--- config.mk ---
export PLATFORM = sky130hd
export DESIGN_NAME = tcb_rsp_mux
export DESIGN_NICKNAME = d
export VERILOG_FILES = /design/src/common/tcb_pkg.sv /design/src/hw/tcb_rsp_mux.sv
export SDC_FILE = /design/constraint.sdc
export NUM_CORES = 1
export LEC_CHECK = 0
export BUFFER_PORTS_ARGS = -buffer_cell sky130_fd_sc_hd__buf_4
export CAP_MARGIN = 20
export CELL_PAD_IN_SITES_DETAIL_PLACEMENT = 1
export CELL_PAD_IN_SITES_GLOBAL_PLACEMENT = 2
export CORE_ASPECT_RATIO = 1.4
export CORE_MARGIN = 2
export CORE_UTILIZATION = 12
export DETAILED_ROUTE_END_ITERATION = 12
export PLACE_DENSITY_LB_ADDON = 0.1
export SYNTH_ARGS = -nofsm -noshare
export SYNTH_HDL_FRONTEND = slang
export SYNTH_SLANG_ARGS = --single-unit
--- constraint.sdc ---
create_clock -name clk -period 1 [get_ports clk]
set_input_delay 0 -clock clk [delete_from_list [all_inputs] [get_ports clk]]
set_output_delay 0 -clock clk [all_outputs]
set_load 0.01 [all_outputs]
--- src/common/tcb_pkg.sv ---
// TCB memory subsystem definitions
// bus widths, response delay, bank map and the
// request/response structs shared by all blocks

`default_nettype none

package tcb_pkg;

  ////////////////////////////////////////////////////////////
  // bus geometry
  ////////////////////////////////////////////////////////////

  // word address width
  localparam int unsigned tcb_aw = 10;
  // data width
  localparam int unsigned tcb_dw = 32;
  // byte enable width, one per byte lane
  localparam int unsigned tcb_bw = tcb_dw / 8;

  // response delay after the transfer edge, in cycles
  localparam int unsigned tcb_dly = 1;
  // counter widths
  localparam int unsigned tcb_dly_w = $clog2(tcb_dly + 1);
  localparam int unsigned tcb_wait_w = 8;
  // last value of the response delay counter
  localparam logic [tcb_dly_w-1:0] tcb_dly_last = tcb_dly_w'(tcb_dly - 1);

  ////////////////////////////////////////////////////////////
  // bank map
  ////////////////////////////////////////////////////////////

  // number of memory banks
  localparam int unsigned tcb_banks = 4;
  // word address bits inside one bank (64 words)
  localparam int unsigned tcb_bank_aw = 6;

  // bank index, tcb_banks itself marks a miss
  typedef logic [2:0] tcb_sel_t;

  // selection for addresses above the mapped range
  localparam tcb_sel_t tcb_sel_miss = tcb_sel_t'(tcb_banks);

  ////////////////////////////////////////////////////////////
  // request and response payloads
  ////////////////////////////////////////////////////////////

  // request, held stable while vld is high
  typedef struct packed {
    logic              wen;  // write enable
    logic [tcb_aw-1:0] adr;  // word address
    logic [tcb_bw-1:0] ben;  // byte enables
    logic [tcb_dw-1:0] wdt;  // write data
  } tcb_req_t;

  // response, valid tcb_dly cycles after the transfer
  typedef struct packed {
    logic [tcb_dw-1:0] rdt;  // read data
    logic              err;  // error, unmapped address
  } tcb_rsp_t;

endpackage : tcb_pkg

`default_nettype wire

--- src/hw/tcb_rsp_mux.sv ---
// TCB response multiplexer
// remembers which bank took the transfer and returns its
// response after the delay, or an error for a miss

`default_nettype none

module tcb_rsp_mux (
  input  logic               clk,
  input  logic               rst_n,
  // from the decoder
  input  logic               trn,
  input  tcb_pkg::tcb_sel_t  sel,
  // bank responses
  input  tcb_pkg::tcb_rsp_t  bank_rsp [tcb_pkg::tcb_banks],
  // to the bridge
  output tcb_pkg::tcb_rsp_t  rsp
);

  // selection delay line, aligned with the bank read delay
  tcb_pkg::tcb_sel_t sel_dly [tcb_pkg::tcb_dly];

  ////////////////////////////////////////////////////////////
  // selection pipeline
  ////////////////////////////////////////////////////////////

  always_ff @(posedge clk or negedge rst_n) begin
    if (!rst_n) begin
      for (int i = 0; i < tcb_pkg::tcb_dly; i++) begin
        sel_dly[i] <= tcb_pkg::tcb_sel_miss;
      end
    end else begin
      // capture on the transfer edge
      if (trn) begin
        sel_dly[0] <= sel;
      end
      for (int i = 1; i < tcb_pkg::tcb_dly; i++) begin
        sel_dly[i] <= sel_dly[i-1];
      end
    end
  end

  ////////////////////////////////////////////////////////////
  // response select
  ////////////////////////////////////////////////////////////

  always_comb begin
    // miss, error with zero data
    rsp = '{rdt: '0, err: 1'b1};
    for (int b = 0; b < tcb_pkg::tcb_banks; b++) begin
      if (sel_dly[tcb_pkg::tcb_dly-1] == tcb_pkg::tcb_sel_t'(b)) begin
        rsp = bank_rsp[b];
      end
    end
  end

endmodule : tcb_rsp_mux

`default_nettype wire

## Yosys cells after proc, flatten, opt, wreduce, memory -nomap -nowiden

Cells that the tools add are included.

- Register bits after elaboration: 3
- Input bits: 138
- Output and inout bits: 33
- Word-level logic and storage cells: 9

- Equal/unequal tests: 3
- Mux-type cells: 4
- Reduce and logical (&&, ||, !) cells: 1

Operators with widths:

| kind | count |
|---|---|
| 33-bit two-way mux | 4 |
| 3-bit by 2-bit equality test with 1-bit output (second input constant) | 2 |
| 3-bit by 1-bit equality test with 1-bit output (second input constant) | 1 |
| 3-bit logical NOT | 1 |

## Depth between registers and ports, before layout

- Depth after elaboration: 5
- Gate-level depth with buffers: 4

## Worst setup path after synthesis

No wires, ideal clock.

- Kind: register to output
- Start: register sel_dly[0] in the netlist's numbering
- End: output port rsp[10] in the netlist's numbering
- Arrival time: 1112 ps
- Data required time: 1000 ps
- Path slack: -112 ps
- Cell stages (with the launch flop): 5
- Cell sequence: dfrtp_1 or2_1 clkbuf_2 buf_6 o22ai_1

RTL lines:

| element | RTL line | text |
|---|---|---|
| from (decl) | tcb_rsp_mux.sv:20 | `tcb_pkg::tcb_sel_t sel_dly [tcb_pkg::tcb_dly];` |
| from (signal, indexed assignment) | tcb_rsp_mux.sv:29 | `sel_dly[i] <= tcb_pkg::tcb_sel_miss;` |
| from (signal, indexed assignment) | tcb_rsp_mux.sv:37 | `sel_dly[i] <= sel_dly[i-1];` |
| to (decl) | tcb_rsp_mux.sv:16 | `output tcb_pkg::tcb_rsp_t rsp` |

==> reports/metrics.yaml <==
outcome:
  status: "finished with violations"
  violations: "negative setup slack"
synth:
  synth.area.top_cells: "mux2i_1, o22ai_1, dfrtp_1"
  yosys_warnings: 0
  synth_cell_types: 14
  synth-seq-cells: 3
  ys_top_cells_by_count: "mux2i_1, o22ai_1, buf_2, buf_6, buf_8"
  synth_top_area_share_pct: 55.8
  synth-edff-count: 0
  synth_ff_type: "dfrtp_1"
  synth.net_count: 258
  netlist_area_um2: 1150
  ys_async_sr_fraction_pct: 100
  synth_cells: 120
  synth.avg_cell_area_um2: 9.57
  synth-seq-area-share_pct: 6.64
  synth_area_leader_cell: "mux2i_1"
  yosys.cell_count.top_type: "mux2i_1"
sta:
  maxSlewHeadroom_pct: 80.8
  slew_violations: 0
  rsz0062_at_grt: "true"
  setup_viol: 34
  skew_ps: 0
  worst_pin_slew_ps: 280
  hold_violations: 0
  final.setup.tns_ps: -15110
  finalCritPeriodShare_pct: 149
  period_minus_slack_ps: 1490
  fmax_ghz: 0.671
  hold_slack_ps: 13.6
  postLayoutSetupSlackWorst_ps: -490
die:
  core.rowCount: 42
  die_area_um2: 10400
  fp.coreArea_um2: 9410
  ios: 171
  fp.dieH_um: 120
  initial_core_util_pct: 12.2
  die_w_um: 86.7
cts:
  cts_buffers: 3
  cts_sinks: 3
  clk_latency_ps: 230
  cts-root-buf: "clkbuf_16"
  clkTransAtPathRegs_ps: 30
  cts_tree: "yes"
  htree_levels: 1
  max-clock-path-buffers: 2
placement:
  postPlaceCellArea_um2: 2840
  pre_cts_ws_ps: -369
  post-place-cells: 400
  dpl.hpwl_mm: 5.60
  place_congestion: 0.712
  io_buffers: 170
detailed_routing:
  via_count: 1769
  wl_per_cell_um: 17.0
  drc: 0
  drt_iter0_drc: 28
  detail-route-antenna-nets: 0
  wl_mm: 7.00
  drtPass1Iterations: 4
  vias_per_cell: 4.30
final_layout:
  final_area_um2: 3210
  fin_util_pct: 34.1
  top_regs: "sel_dly: 3 flops"
  regMostFlops: "sel_dly"
  final_cells: 411
  drive_gt1_share_pct: 83.1
  largest_reg_flops: 3
  layout-area-overhead-vs-synth_pct: 179
  fillCellCount: 1075
  num_antenna_cells: 0
  fin_nets: 440
global_routing:
  groute.usage.overall_pct: 12.7
  grt_first_pass_wirelength_mm: 10.1
  grt_max_degree: 18
  grt_overflow: 0
  grt_pass1_vias: 2027
  antenna_found_initial: 0
setup_path:
  critical-path-slowest-cell: "dfrtp_4"
  r2r_end: "sel_dly[1]"
  crit_path_end_kind: "output pin"
  crit_start: "sel_dly[1]"
  cp-endpoint: "rsp[0]"
  worstPathRequired_ps: 1000
  reg2reg_slack_ps: -180
  crit_path_max_incr_delay_ps: 480
  crit_type: "reg -> out"
  reg2regPathDepth: 3
  crit_chain: "buf_6 > mux4_2 > or2_1 > buf_6"
  worstPathArrival_ps: 1490
  critPathLaunchType: "register"
  r2r-start: "sel_dly[1]"
  cp_common_cell: "buf_6"
  worst-path-max-fanout: 7
pwr:
  p_leak_nw: 1.54
  fin_total_pwr_mw: 2.89
  power.density_nw_per_um2: 901
  ir_worst_vdd_mv: 0.864
min_path:
  hold_path_class: "in -> reg"
  hold_path.startpoint: "sel[1]"
flow_run:
  drv_cap: 0
## cells in the final DEF (no fill, tap or decap)
| cell | Yosys | routed |
|---|---|---|
| dfrtp_4 | 0 | 1 |
| clkbuf_16 | 0 | 4 |
| buf_16 | 0 | 2 |
| dlygate4sd3_1 | 0 | 3 |
| clkbuf_1 | 0 | 1 |
| o22ai_1 | 32 | 2 |
| dfrtp_1 | 2 | 1 |
| o22ai_2 | 0 | 27 |
| mux2i_4 | 0 | 6 |
| mux2_2 | 1 | 1 |
| mux2_1 | 2 | 2 |
| buf_12 | 2 | 7 |
| mux2i_1 | 64 | 41 |
| dfstp_2 | 1 | 1 |
| or2_4 | 0 | 1 |
| mux2i_2 | 0 | 17 |
| o22ai_4 | 0 | 3 |
| buf_4 | 0 | 166 |
| buf_6 | 4 | 10 |
| mux4_2 | 1 | 1 |
| or2_1 | 2 | 1 |
| buf_8 | 3 | 2 |
| or2b_4 | 0 | 1 |
## per-layer routing
layer / wire (µm) / global-route usage, % / up-vias
li1: - / - / 848
met1: 2270 / 11.9 / 824
met2: 4130 / 26.7 / 89
met3: 469 / 1.79 / 8
met4: 123 / 3.61 / 0
met5: 0 / 0 / -
## report_power, final
group          leakage, nW  switching (mW)  internal, mW
combinational         1.47           0.813          1.27
sequential          0.0330          0.0136         0.140
clock               0.0382           0.122         0.527
## timing repair
item / CTS / global route
pin swaps: 11 / 0
hold buffers: 3 / 0
gates cloned: 1 / 1
setup buffers: 2 / 0
hold endpoints to repair: 5 / 0
resized for setup: 32 / 11
endpoints found under the setup margin: 34 / 34
## cell type report
| class | instances | area (µm²) | area share, % |
|---|---|---|---|
| timing repair buffer | 191 | 1640 | 51.1 |
| sequential | 3 | 80.1 | 2.50 |
| multi-input combinational | 103 | 1270 | 39.7 |
| clock buffer | 4 | 78.8 | 2.46 |
| tap | 110 | 138 | 4.29 |
## worst max-delay path, delay by kind of cell (launching register included)
family | cells | cell delay (ps)
multiplexers | 1 | 270
buffers and inverters | 2 | 270
flip-flops | 1 | 480
AND/OR/NAND/NOR | 1 | 230
## cells by family after synthesis
family	synth area share (%)
AO/OA/AOI/OAI	17.4
buffers and inverters	13.5
flip-flops	6.65
multiplexers	60.7
AND/OR/NAND/NOR	1.74
## worst min path at each step
| stage | end | slack, ps | cells after the start |
|---|---|---|---|
| 6_report | sel_dly[1] | 10 | 2 |
| 2_1_floorplan | sel_dly[0] | -300 | 0 |
| 5_1_grt | sel_dly[1] | 30 | 2 |
| 4_1_cts | sel_dly[1] | 10 | 2 |
| 3_5_place_dp | sel_dly[0] | -210 | 1 |
| 3_3_place_gp | sel_dly[0] | -200 | 1 |
(Power assumes the default switching activity.)
