[src/common/tcb_pkg.sv]
// TCB memory subsystem definitions
// bus widths, response delay, bank map and the
// request/response structs shared by all blocks

`default_nettype none

package tcb_pkg;

  ////////////////////////////////////////////////////////////
  // bus geometry
  ////////////////////////////////////////////////////////////

  // word address width
  localparam int unsigned tcb_aw = 10;
  // data width
  localparam int unsigned tcb_dw = 32;
  // byte enable width, one per byte lane
  localparam int unsigned tcb_bw = tcb_dw / 8;

  // response delay after the transfer edge, in cycles
  localparam int unsigned tcb_dly = 1;
  // counter widths
  localparam int unsigned tcb_dly_w = $clog2(tcb_dly + 1);
  localparam int unsigned tcb_wait_w = 8;
  // last value of the response delay counter
  localparam logic [tcb_dly_w-1:0] tcb_dly_last = tcb_dly_w'(tcb_dly - 1);

  ////////////////////////////////////////////////////////////
  // bank map
  ////////////////////////////////////////////////////////////

  // number of memory banks
  localparam int unsigned tcb_banks = 4;
  // word address bits inside one bank (64 words)
  localparam int unsigned tcb_bank_aw = 6;

  // bank index, tcb_banks itself marks a miss
  typedef logic [2:0] tcb_sel_t;

  // selection for addresses above the mapped range
  localparam tcb_sel_t tcb_sel_miss = tcb_sel_t'(tcb_banks);

  ////////////////////////////////////////////////////////////
  // request and response payloads
  ////////////////////////////////////////////////////////////

  // request, held stable while vld is high
  typedef struct packed {
    logic              wen;  // write enable
    logic [tcb_aw-1:0] adr;  // word address
    logic [tcb_bw-1:0] ben;  // byte enables
    logic [tcb_dw-1:0] wdt;  // write data
  } tcb_req_t;

  // response, valid tcb_dly cycles after the transfer
  typedef struct packed {
    logic [tcb_dw-1:0] rdt;  // read data
    logic              err;  // error, unmapped address
  } tcb_rsp_t;

endpackage : tcb_pkg

`default_nettype wire

[src/common/tcb_if.sv]
// TCB point to point link
// valid/ready request handshake with a fixed delay,
// non-handshaken response

`default_nettype none

interface tcb_if (
  input logic clk,
  input logic rst_n
);

  // handshake
  logic vld;
  logic rdy;

  // payloads
  tcb_pkg::tcb_req_t req;
  tcb_pkg::tcb_rsp_t rsp;

  ////////////////////////////////////////////////////////////
  // views
  ////////////////////////////////////////////////////////////

  // manager drives the request side
  modport man (
    input  clk,
    input  rst_n,
    output vld,
    output req,
    input  rdy,
    input  rsp
  );

  // subordinate answers with ready and response
  modport sub (
    input  clk,
    input  rst_n,
    input  vld,
    input  req,
    output rdy,
    output rsp
  );

endinterface : tcb_if

`default_nettype wire

[src/hw/wb2tcb/wb2tcb_man.sv]
// Wishbone classic to TCB bridge
// takes one Wishbone classic cycle at a time, issues it as a TCB request
// and answers with ack or err once the TCB response arrives

`default_nettype none

module wb2tcb_man (
  input  logic                         clk,
  input  logic                         rst_n,
  // wishbone classic subordinate side
  input  logic                         cyc,
  input  logic                         stb,
  input  logic                         we,
  input  logic [tcb_pkg::tcb_aw-1:0]   adr,
  input  logic [tcb_pkg::tcb_bw-1:0]   sel,
  input  logic [tcb_pkg::tcb_dw-1:0]   dat_w,
  output logic [tcb_pkg::tcb_dw-1:0]   dat_r,
  output logic                         ack,
  output logic                         err,
  // tcb manager side
  tcb_if.man                           bus,
  // response back from the multiplexer
  input  tcb_pkg::tcb_rsp_t            rsp
);

  ////////////////////////////////////////////////////////////
  // state
  ////////////////////////////////////////////////////////////

  typedef enum logic [1:0] {
    st_idle,
    st_req,
    st_rsp
  } state_t;

  state_t state;

  // latched request
  tcb_pkg::tcb_req_t req_q;

  // cycles since the transfer edge
  logic [tcb_pkg::tcb_dly_w-1:0] dly_cnt;

  logic start;
  logic trn;
  logic rsp_due;

  // host still holds stb during the ack cycle so ignore it there
  assign start   = cyc & stb & ~ack & ~err;
  assign trn     = bus.vld & bus.rdy;
  assign rsp_due = (dly_cnt == tcb_pkg::tcb_dly_last);

  ////////////////////////////////////////////////////////////
  // control
  ////////////////////////////////////////////////////////////

  always_ff @(posedge clk or negedge rst_n) begin
    if (!rst_n) begin
      state    <= st_idle;
      dly_cnt  <= '0;
      ack      <= 1'b0;
      err      <= 1'b0;
    end else begin
      // single cycle strobes
      ack <= 1'b0;
      err <= 1'b0;
      case (state)
        st_idle: begin
          if (start) begin
            state <= st_req;
          end
        end
        st_req: begin
          if (trn) begin
            state   <= st_rsp;
            dly_cnt <= '0;
          end
        end
        st_rsp: begin
          if (rsp_due) begin
            ack   <= ~rsp.err;
            err   <= rsp.err;
            state <= st_idle;
          end else begin
            dly_cnt <= dly_cnt + 1'b1;
          end
        end
        default: state <= st_idle;
      endcase
    end
  end

  // request and read data payloads
  always_ff @(posedge clk) begin
    if ((state == st_idle) && start) begin
      req_q <= '{wen: we, adr: adr, ben: sel, wdt: dat_w};
    end
    if ((state == st_rsp) && rsp_due) begin
      dat_r <= rsp.rdt;
    end
  end

  // vld held until the transfer
  assign bus.vld = (state == st_req);
  assign bus.req = req_q;

endmodule : wb2tcb_man

`default_nettype wire

[src/flat_wrapper.sv]
// flat-port wrapper written by rule: the top's interface ports become plain ports
module wb2tcb_man_flat 
  (clk, rst_n, cyc, stb, we, adr, sel, dat_w, dat_r, ack, err, rsp, bus_vld, bus_req, bus_rdy, bus_rsp);
  tcb_if bus_i (.clk(clk), .rst_n(rst_n));
  input  logic clk;
  input  logic rst_n;
  input  logic cyc;
  input  logic stb;
  input  logic we;
  input  logic [tcb_pkg::tcb_aw-1:0] adr;
  input  logic [tcb_pkg::tcb_bw-1:0] sel;
  input  logic [tcb_pkg::tcb_dw-1:0] dat_w;
  output logic [tcb_pkg::tcb_dw-1:0] dat_r;
  output logic ack;
  output logic err;
  input  tcb_pkg::tcb_rsp_t rsp;
  output wire logic [$bits(bus_i.vld)-1:0] bus_vld;
  output wire logic [$bits(bus_i.req)-1:0] bus_req;
  input wire logic [$bits(bus_i.rdy)-1:0] bus_rdy;
  input wire logic [$bits(bus_i.rsp)-1:0] bus_rsp;
  assign bus_vld = bus_i.vld;
  assign bus_req = bus_i.req;
  assign bus_i.rdy = bus_rdy;
  assign bus_i.rsp = bus_rsp;
  wb2tcb_man u_core (.clk(clk), .rst_n(rst_n), .cyc(cyc), .stb(stb), .we(we), .adr(adr), .sel(sel), .dat_w(dat_w), .dat_r(dat_r), .ack(ack), .err(err), .bus(bus_i), .rsp(rsp));
endmodule
[config.mk]
export PLATFORM = sky130hd
export DESIGN_NAME = wb2tcb_man_flat
export DESIGN_NICKNAME = d
export VERILOG_FILES = /design/src/common/tcb_pkg.sv /design/src/common/tcb_if.sv /design/src/hw/wb2tcb/wb2tcb_man.sv /design/src/flat_wrapper.sv
export SDC_FILE = /design/constraint.sdc
export NUM_CORES = 1
export LEC_CHECK = 0
export BUFFER_PORTS_ARGS = -buffer_cell sky130_fd_sc_hd__buf_2
export CAP_MARGIN = 0
export CORE_AREA = 2 2 84 86
export CTS_CLUSTER_DIAMETER = 80
export DETAILED_ROUTE_END_ITERATION = 8
export DIE_AREA = 0 0 86 88
export GPL_TIMING_DRIVEN = 1
export PLACE_DENSITY = 0.85
export RECOVER_POWER = 100
export SETUP_SLACK_MARGIN = 0.4
export SLEW_MARGIN = 20
export SYNTH_ARGS = -nofsm -noshare
export SYNTH_HDL_FRONTEND = slang
export SYNTH_SLANG_ARGS = --single-unit
[constraint.sdc]
create_clock -name clk -period 4.95 [get_ports clk]
set_input_delay 0.99 -clock clk [delete_from_list [all_inputs] [get_ports clk]]
set_output_delay 0.99 -clock clk [all_outputs]
set_load 0.02 [all_outputs]
Word-level counts from Yosys, hierarchy flattened
Index checks and enable logic that the tools add are counted.
W data, S select, Z words.

word-level totals
  flip-flop bits (word level) = 84
  input bits = 118
  output and inout bits = 82

operators by class
  add/sub/neg operators = 1
  eq/ne operators = 5
  muxes and demuxes = 11
  bitwise logic cells = 8
  reduce and logical (&&, ||, !) cells = 6

operator list
  operator               number
  $mux W1                6
  $mux W2                3
  $pmux W2 S3            1
  $and A1 B1 Y1          4
  $ne A2 B2 Y1 const B   2
  $not A1 Y1             4
  $reduce_and A3 Y1      1
  $eq A2 B1 Y1 const B   1
  $eq A2 B2 Y1 const B   1
  $logic_and A1 B1 Y1    2
  $logic_not A2 Y1       1
  $ne A2 B1 Y1 const B   1
  $pmux W1 S2            1
  $reduce_and A2 Y1      1
  $reduce_bool A2 Y1     1
  $add A1 B1 Y1 const B  1

Logic depth before layout (Yosys ltp)
Gate-level depths: netlist (run 1).

  depth after elaboration = 5
  depth in mapped cells = 3
  mapped depth without buffers = 3

Worst setup path before layout (run 1)
OpenSTA, ideal clock, no wires.

  path type = in2reg
  from = in cyc
  to = reg u_core.req_q (netlist bit u_core.bus.req[0]), enable pin
  data arrival time = 4.268 ns
  slack = 0.172 ns
  cell stages on the path = 2
  path buffers = 0
  cells stage by stage = nand2_1 > nor3_1

on the way
  cells in the longest elaborated chain, start to end = 4

RTL lines
  item                        line               text
  from (decl)                 flat_wrapper.sv:7  input logic cyc;
  $and A1 B1 Y1 (3 in a row)  wb2tcb_man.sv:49   assign start = cyc & stb & ~ack & ~err;
  $logic_and A1 B1 Y1         wb2tcb_man.sv:95   if ((state == st_idle) && start) begin
  to (signal assigned)        wb2tcb_man.sv:96   req_q <= '{wen: we, adr: adr, ben: sel, wdt: dat_w};
  to (decl)                   wb2tcb_man.sv:39   tcb_pkg::tcb_req_t req_q;

No other way between the ends.
A chain may end at the register's enable or synchronous reset.

Final worst setup path (run 1)
  from = in cyc
  to = reg u_core.req_q (netlist bit u_core.bus.req[5]), enable pin

Same word-level chain as after synthesis.

==> metrics.cfg, run 1 <==
[run_status]
status = finished, violations left
violations = capacitance limit, slew limit

[global_routing]
grt-busiest-layer = met2
overflow = 0
globalRouteMet1Util_pct = 12.8
grt_pass1_vias = 1636
grt.total_usage_pct = 14.0
grt_max_degree = 48
grt_use_met3_pct = 10.7
antenna_found_initial = 0
grt_pass1_wl_um = 7670
gr-usage-met2_pct = 22.5

[synth]
seq_area_frac_synth_pct = 97.1
synth_seq_cells = 83
synthArstFlopShare_pct = 4.82
synthTopCellsByCount = edfxtp_1, dfrtp_1, and2_1, nor2b_1, or2_1
ys_types = 10
yosys_warnings = 0
synth_top_cell_by_area = edfxtp_1
ys.flop_type = edfxtp_1
synth_top_area_share_pct = 93.2
synthTopCellsByArea = edfxtp_1, dfrtp_1, o32ai_2
syn_nets = 212
synthCells = 94
syn-cell-area_mm2 = 0.00254
avgSynthCellArea_um2 = 27.1
synth_most_common_cell = edfxtp_1
synth_edf_count = 79

[finish]
layout.nets = 391
drive_gt1_share_pct = 36.3
syn_to_final_growth_pct = 40.3
multi_input_area_um2 = 75.1
diodes = 0
stdcell_count = 358
final.fill_count = 574
seqCellArea_mm2 = 0.00247

[min_path]
hp-class = in2async

[sta]
fmax_mhz = 321
tightest_slew_ps = 2420
fin_skew_ps = 11.4
hold_violations = 0
period_needed_ps = 3120
rsz0062_at_grt = false
slew-limit-headroom_pct = -61.5
setup_viol = 0
slew_viol_final = 83
fin_tns_setup_ps = 0
timing.final.crit_share_pct = 63.0

[worst_setup_path]
cp_slowest_cell = clkbuf_1
path_cells = buf_2 -> nand2_1 -> nor3_4 -> clkbuf_1
crit_type = in2reg
arrival_ps = 3030
cp.required_ps = 4870
cpPeakStageDelay_ps = 1730
path_max_fanout = 47
startpoint_type = input pin
cp-end-kind = flop

[clock_network]
cts_buffers = 9
clockBufferDepth = 2
clkTransAtPathRegs_ps = 80
cts_resized = 0
cts_tree = built
htree_levels = 3
cts.sinks = 83
hold_buffers = 0
clock_latency_ps = 350
cts_root_buf = clkbuf_8
cts_setup_buffers = 0

[placement]
port_buffers = 166
placedCellCount = 342
place_congestion = 0.726
hpwl_um = 4120

[pwr]
ir_worst_vdd_mv = 0.221
p_per_area_mw_per_mm2 = 398
p_leak_nw = 1.33
fin_total_pwr_w = 0.00142

[die]
design.core.area_mm2 = 0.00664
die_area_mm2 = 0.00757
die_w_um = 86
std_cell_rows = 30
start_util_pct = 38.3
boundaryPins = 200
die_y_um = 88

[routing]
drt_iter0_drc = 42
via_count = 1578
drc = 0
wl_um = 5370
vias_per_cell = 4.41
dr.pass1.iters = 4
routedWlPerCell_um = 15.0
drtAntennaViolNets = 0

[flow_run]
drv_cap = 2

[cells by family (layout without fill, tap and decap cells)]
family          after synthesis  count (layout)  synth area share (%)
simple gates                  9               9                  2.06
buf+inv                       1             185                 0.147
compound gates                1               1                 0.639
flops                        83              83                  97.1
[power by group]
part	internal, W	total (W)	switching [W]
registers	0.000826	0.000837	0.0000112
clock network	0.000189	0.000437	0.000248
logic	0.0000430	0.000145	0.000102
[cell usage in the layout (no fill, tap or decap)]
cell | synthesis | routed
and2_1 | 2 | 1
buf_2 | 0 | 83
nor2b_2 | 0 | 1
nor2b_1 | 2 | 1
or2_1 | 2 | 2
o32ai_1 | 0 | 1
clkinv_4 | 0 | 2
and2_0 | 0 | 1
inv_8 | 0 | 1
clkinvlp_4 | 0 | 3
clkbuf_1 | 0 | 85
nor3_4 | 0 | 1
edfxtp_1 | 79 | 79
dfrtp_1 | 4 | 4
inv_6 | 0 | 1
nand2_1 | 1 | 1
inv_1 | 1 | 1
nand2b_1 | 1 | 1
clkbuf_8 | 0 | 9
[area by class of cell]
class / count / share of cell area [%]
tap: 80 / 2.80
sequential: 83 / 69.3
clock inverter: 7 / 1.68
timing repair buffer: 168 / 20.6
inverter: 1 / 0.105
clock buffer: 9 / 3.47
multi-input combinational: 10 / 2.10
[metrics by stage]
step / hold slack, ps / worst slack (ps) / util, % / area [µm²]
finish: 456 / 1830 / 53.7 / 3570
global route: 456 / 1610 / 53.7 / 3570
CTS: 416 / 2810 / 55.5 / 3690
detailed placement: 609 / 2750 / 52.7 / 3500
global placement: 590 / 2800 / 52.7 / 3500
floorplan: 565 / 1620 / - / 2550
[registers in the layout, summed over array words and instances, names as in the netlist]
register,flops
u_core.bus.req,47
u_core.dat_r,32
u_core.state,2
u_core.ack,1
u_core.err,1
[critical path, delay by kind of cell]
family / cells / cell delay (ps)
buffers and inverters: 2 / 1810
and+or+nand+nor: 2 / 200
[layer usage]
layer  vias up  part of all wire, %
li1        728                    -
met4         0                  2.3
met3        15                   17
met1       708                   32
met5         -                    0
met2       127                   49
[final timing paths]
kind / start / cells after the start / slack [ps] / to
min in group clk: u_core.state[1] / 2 / 610 / u_core.state[0]
hold reg to reg: u_core.state[1] / 2 / 610 / u_core.state[0]
setup reg to reg: u_core.state[0] / 3 / 1900 / u_core.bus.req[5]
hold / removal: rst_n / 1 / 460 / u_core.err
max in group asynchronous: rst_n / 1 / 4320 / u_core.state[0]
setup / recovery: cyc / 4 / 1830 / u_core.bus.req[5]
Note: power is estimated with default switching activity, not from simulation.
==> run 2: changes to the inputs <==
Clock period 4.95 ns to 3.18 ns, I/O delays scaled along.
==> metrics.cfg, run 2 (synthesized netlist as in run 1, its figures left out) <==
[sta]
slew-limit-headroom_pct = -11.1
fin_tns_setup_ps = 0
setup_viol = 0
fin_skew_ps = 12.7
slew_viol_final = 35
fmax_mhz = 468
period_needed_ps = 2140
tightest_slew_ps = 1670
hold_violations = 0
timing.final.crit_share_pct = 67.2
rsz0062_at_grt = false

[pwr]
p_leak_nw = 1.34
ir_worst_vdd_mv = 0.422
fin_total_pwr_w = 0.00227
p_per_area_mw_per_mm2 = 633

[run_status]
status = finished, violations left
violations = capacitance limit, slew limit

[finish]
largest_reg_flops = 47
layout_commonest_cell = clkbuf_1
layout.nets = 392
drive_gt1_share_pct = 35.8
diodes = 0
final.fill_count = 577
layout_common_cells = clkbuf_1, buf_2, edfxtp_1
syn_to_final_growth_pct = 41.1

[worst_setup_path]
r2r-start = u_core.state[0]
path_cells = nor2b_2 -> clkbuf_1
r2r_setup_slack_ps = 1040
cp-end-kind = flop
startpoint_type = flop
cp.required_ps = 3110
worstRegToRegCells = 2
worstPathBufferInverterCount = 1
cp_slowest_cell = clkbuf_1
r2r_end = u_core.dat_r[11]
crit_type = reg2reg
path_max_fanout = 34
arrival_ps = 2070
path_delay_family = buffers and inverters
cpPeakStageDelay_ps = 1210

[clock_network]
cts_setup_buffers = 0
cts.sinks = 83
htree_levels = 3
hold_buffers = 0
cts_tree = built
clockBufferDepth = 2
cts_resized = 0
clock_latency_ps = 340
cts_buffers = 9
cts_root_buf = clkbuf_8
clkTransAtPathRegs_ps = 80

[global_routing]
grt_pass1_vias = 1658
overflow = 0
antenna_found_initial = 0
grt_pass1_wl_um = 7940
grt.total_usage_pct = 14.7
grt_max_degree = 35

[die]
die_w_um = 86
boundaryPins = 200
start_util_pct = 38.3
design.core.area_mm2 = 0.00664
die_y_um = 88
die_area_mm2 = 0.00757
std_cell_rows = 30

[routing]
drtAntennaViolNets = 0
dr.pass1.iters = 4
via_count = 1569
drt_iter0_drc = 45
drc = 0
vias_per_cell = 4.37
wl_um = 5620
routedWlPerCell_um = 15.6

[min_path]
hp-class = in2async

[flow_run]
drv_cap = 1

[placement]
port_buffers = 166
hpwl_um = 4420
place_congestion = 0.716

## run 2: per-layer routing
layer  global-route usage, %  share of wire, %  up-vias
li1                        -                 -      733
met1                    15.1                35      719
met2                    23.2                48      110
met3                    10.2                15        7
met4                    6.78               1.5        0
met5                       0                 0        -
## run 2: where the power goes
| group | leakage (nW) | switching [W] | internal (W) |
|---|---|---|---|
| combinational | 0.465 | 0.000159 | 0.0000686 |
| clock | 0.0999 | 0.000357 | 0.000387 |
| sequential | 0.780 | 0.0000179 | 0.00128 |
| total | 1.34 | 0.000534 | 0.00174 |
## run 2: worst max-delay path by stage
stage	from	end	slack, ps	cells after the start
final	u_core.state[0]	u_core.dat_r[11]	1040	2
after detailed placement	cyc	u_core.bus.req[13]	1470	4
after CTS	u_core.state[1]	bus_vld	1410	3
after global routing	u_core.state[0]	u_core.dat_r[1]	850	2
after floorplan	u_core.ack	u_core.bus.req[0]	840	2
after global placement	cyc	u_core.bus.req[41]	1490	4
## run 2: cell type report
cell class                 instances  area [µm²]  area share [%]
multi-input combinational         10        71.3            1.99
sequential                        83        2470            68.9
tap                               80         100            2.79
inverter                           1        3.75           0.105
clock buffer                      11         141            3.94
clock inverter                     5        60.1            1.67
timing repair buffer             169         741            20.6
## run 2: metrics by stage
stage / std cells / cell area (µm²) / setup slack, ps / utilization [%] / hold slack, ps
2_1_floorplan: 94 / 2560 / 842 / - / 340
3_3_place_gp: 343 / 3510 / 1490 / 52.9 / 440
3_5_place_dp: 343 / 3510 / 1470 / 52.9 / 443
4_1_cts: 359 / 3710 / 1410 / 55.9 / 63.7
5_1_grt: 359 / 3590 / 846 / 54.0 / 89.9
6_report: 359 / 3590 / 1040 / 54.0 / 104
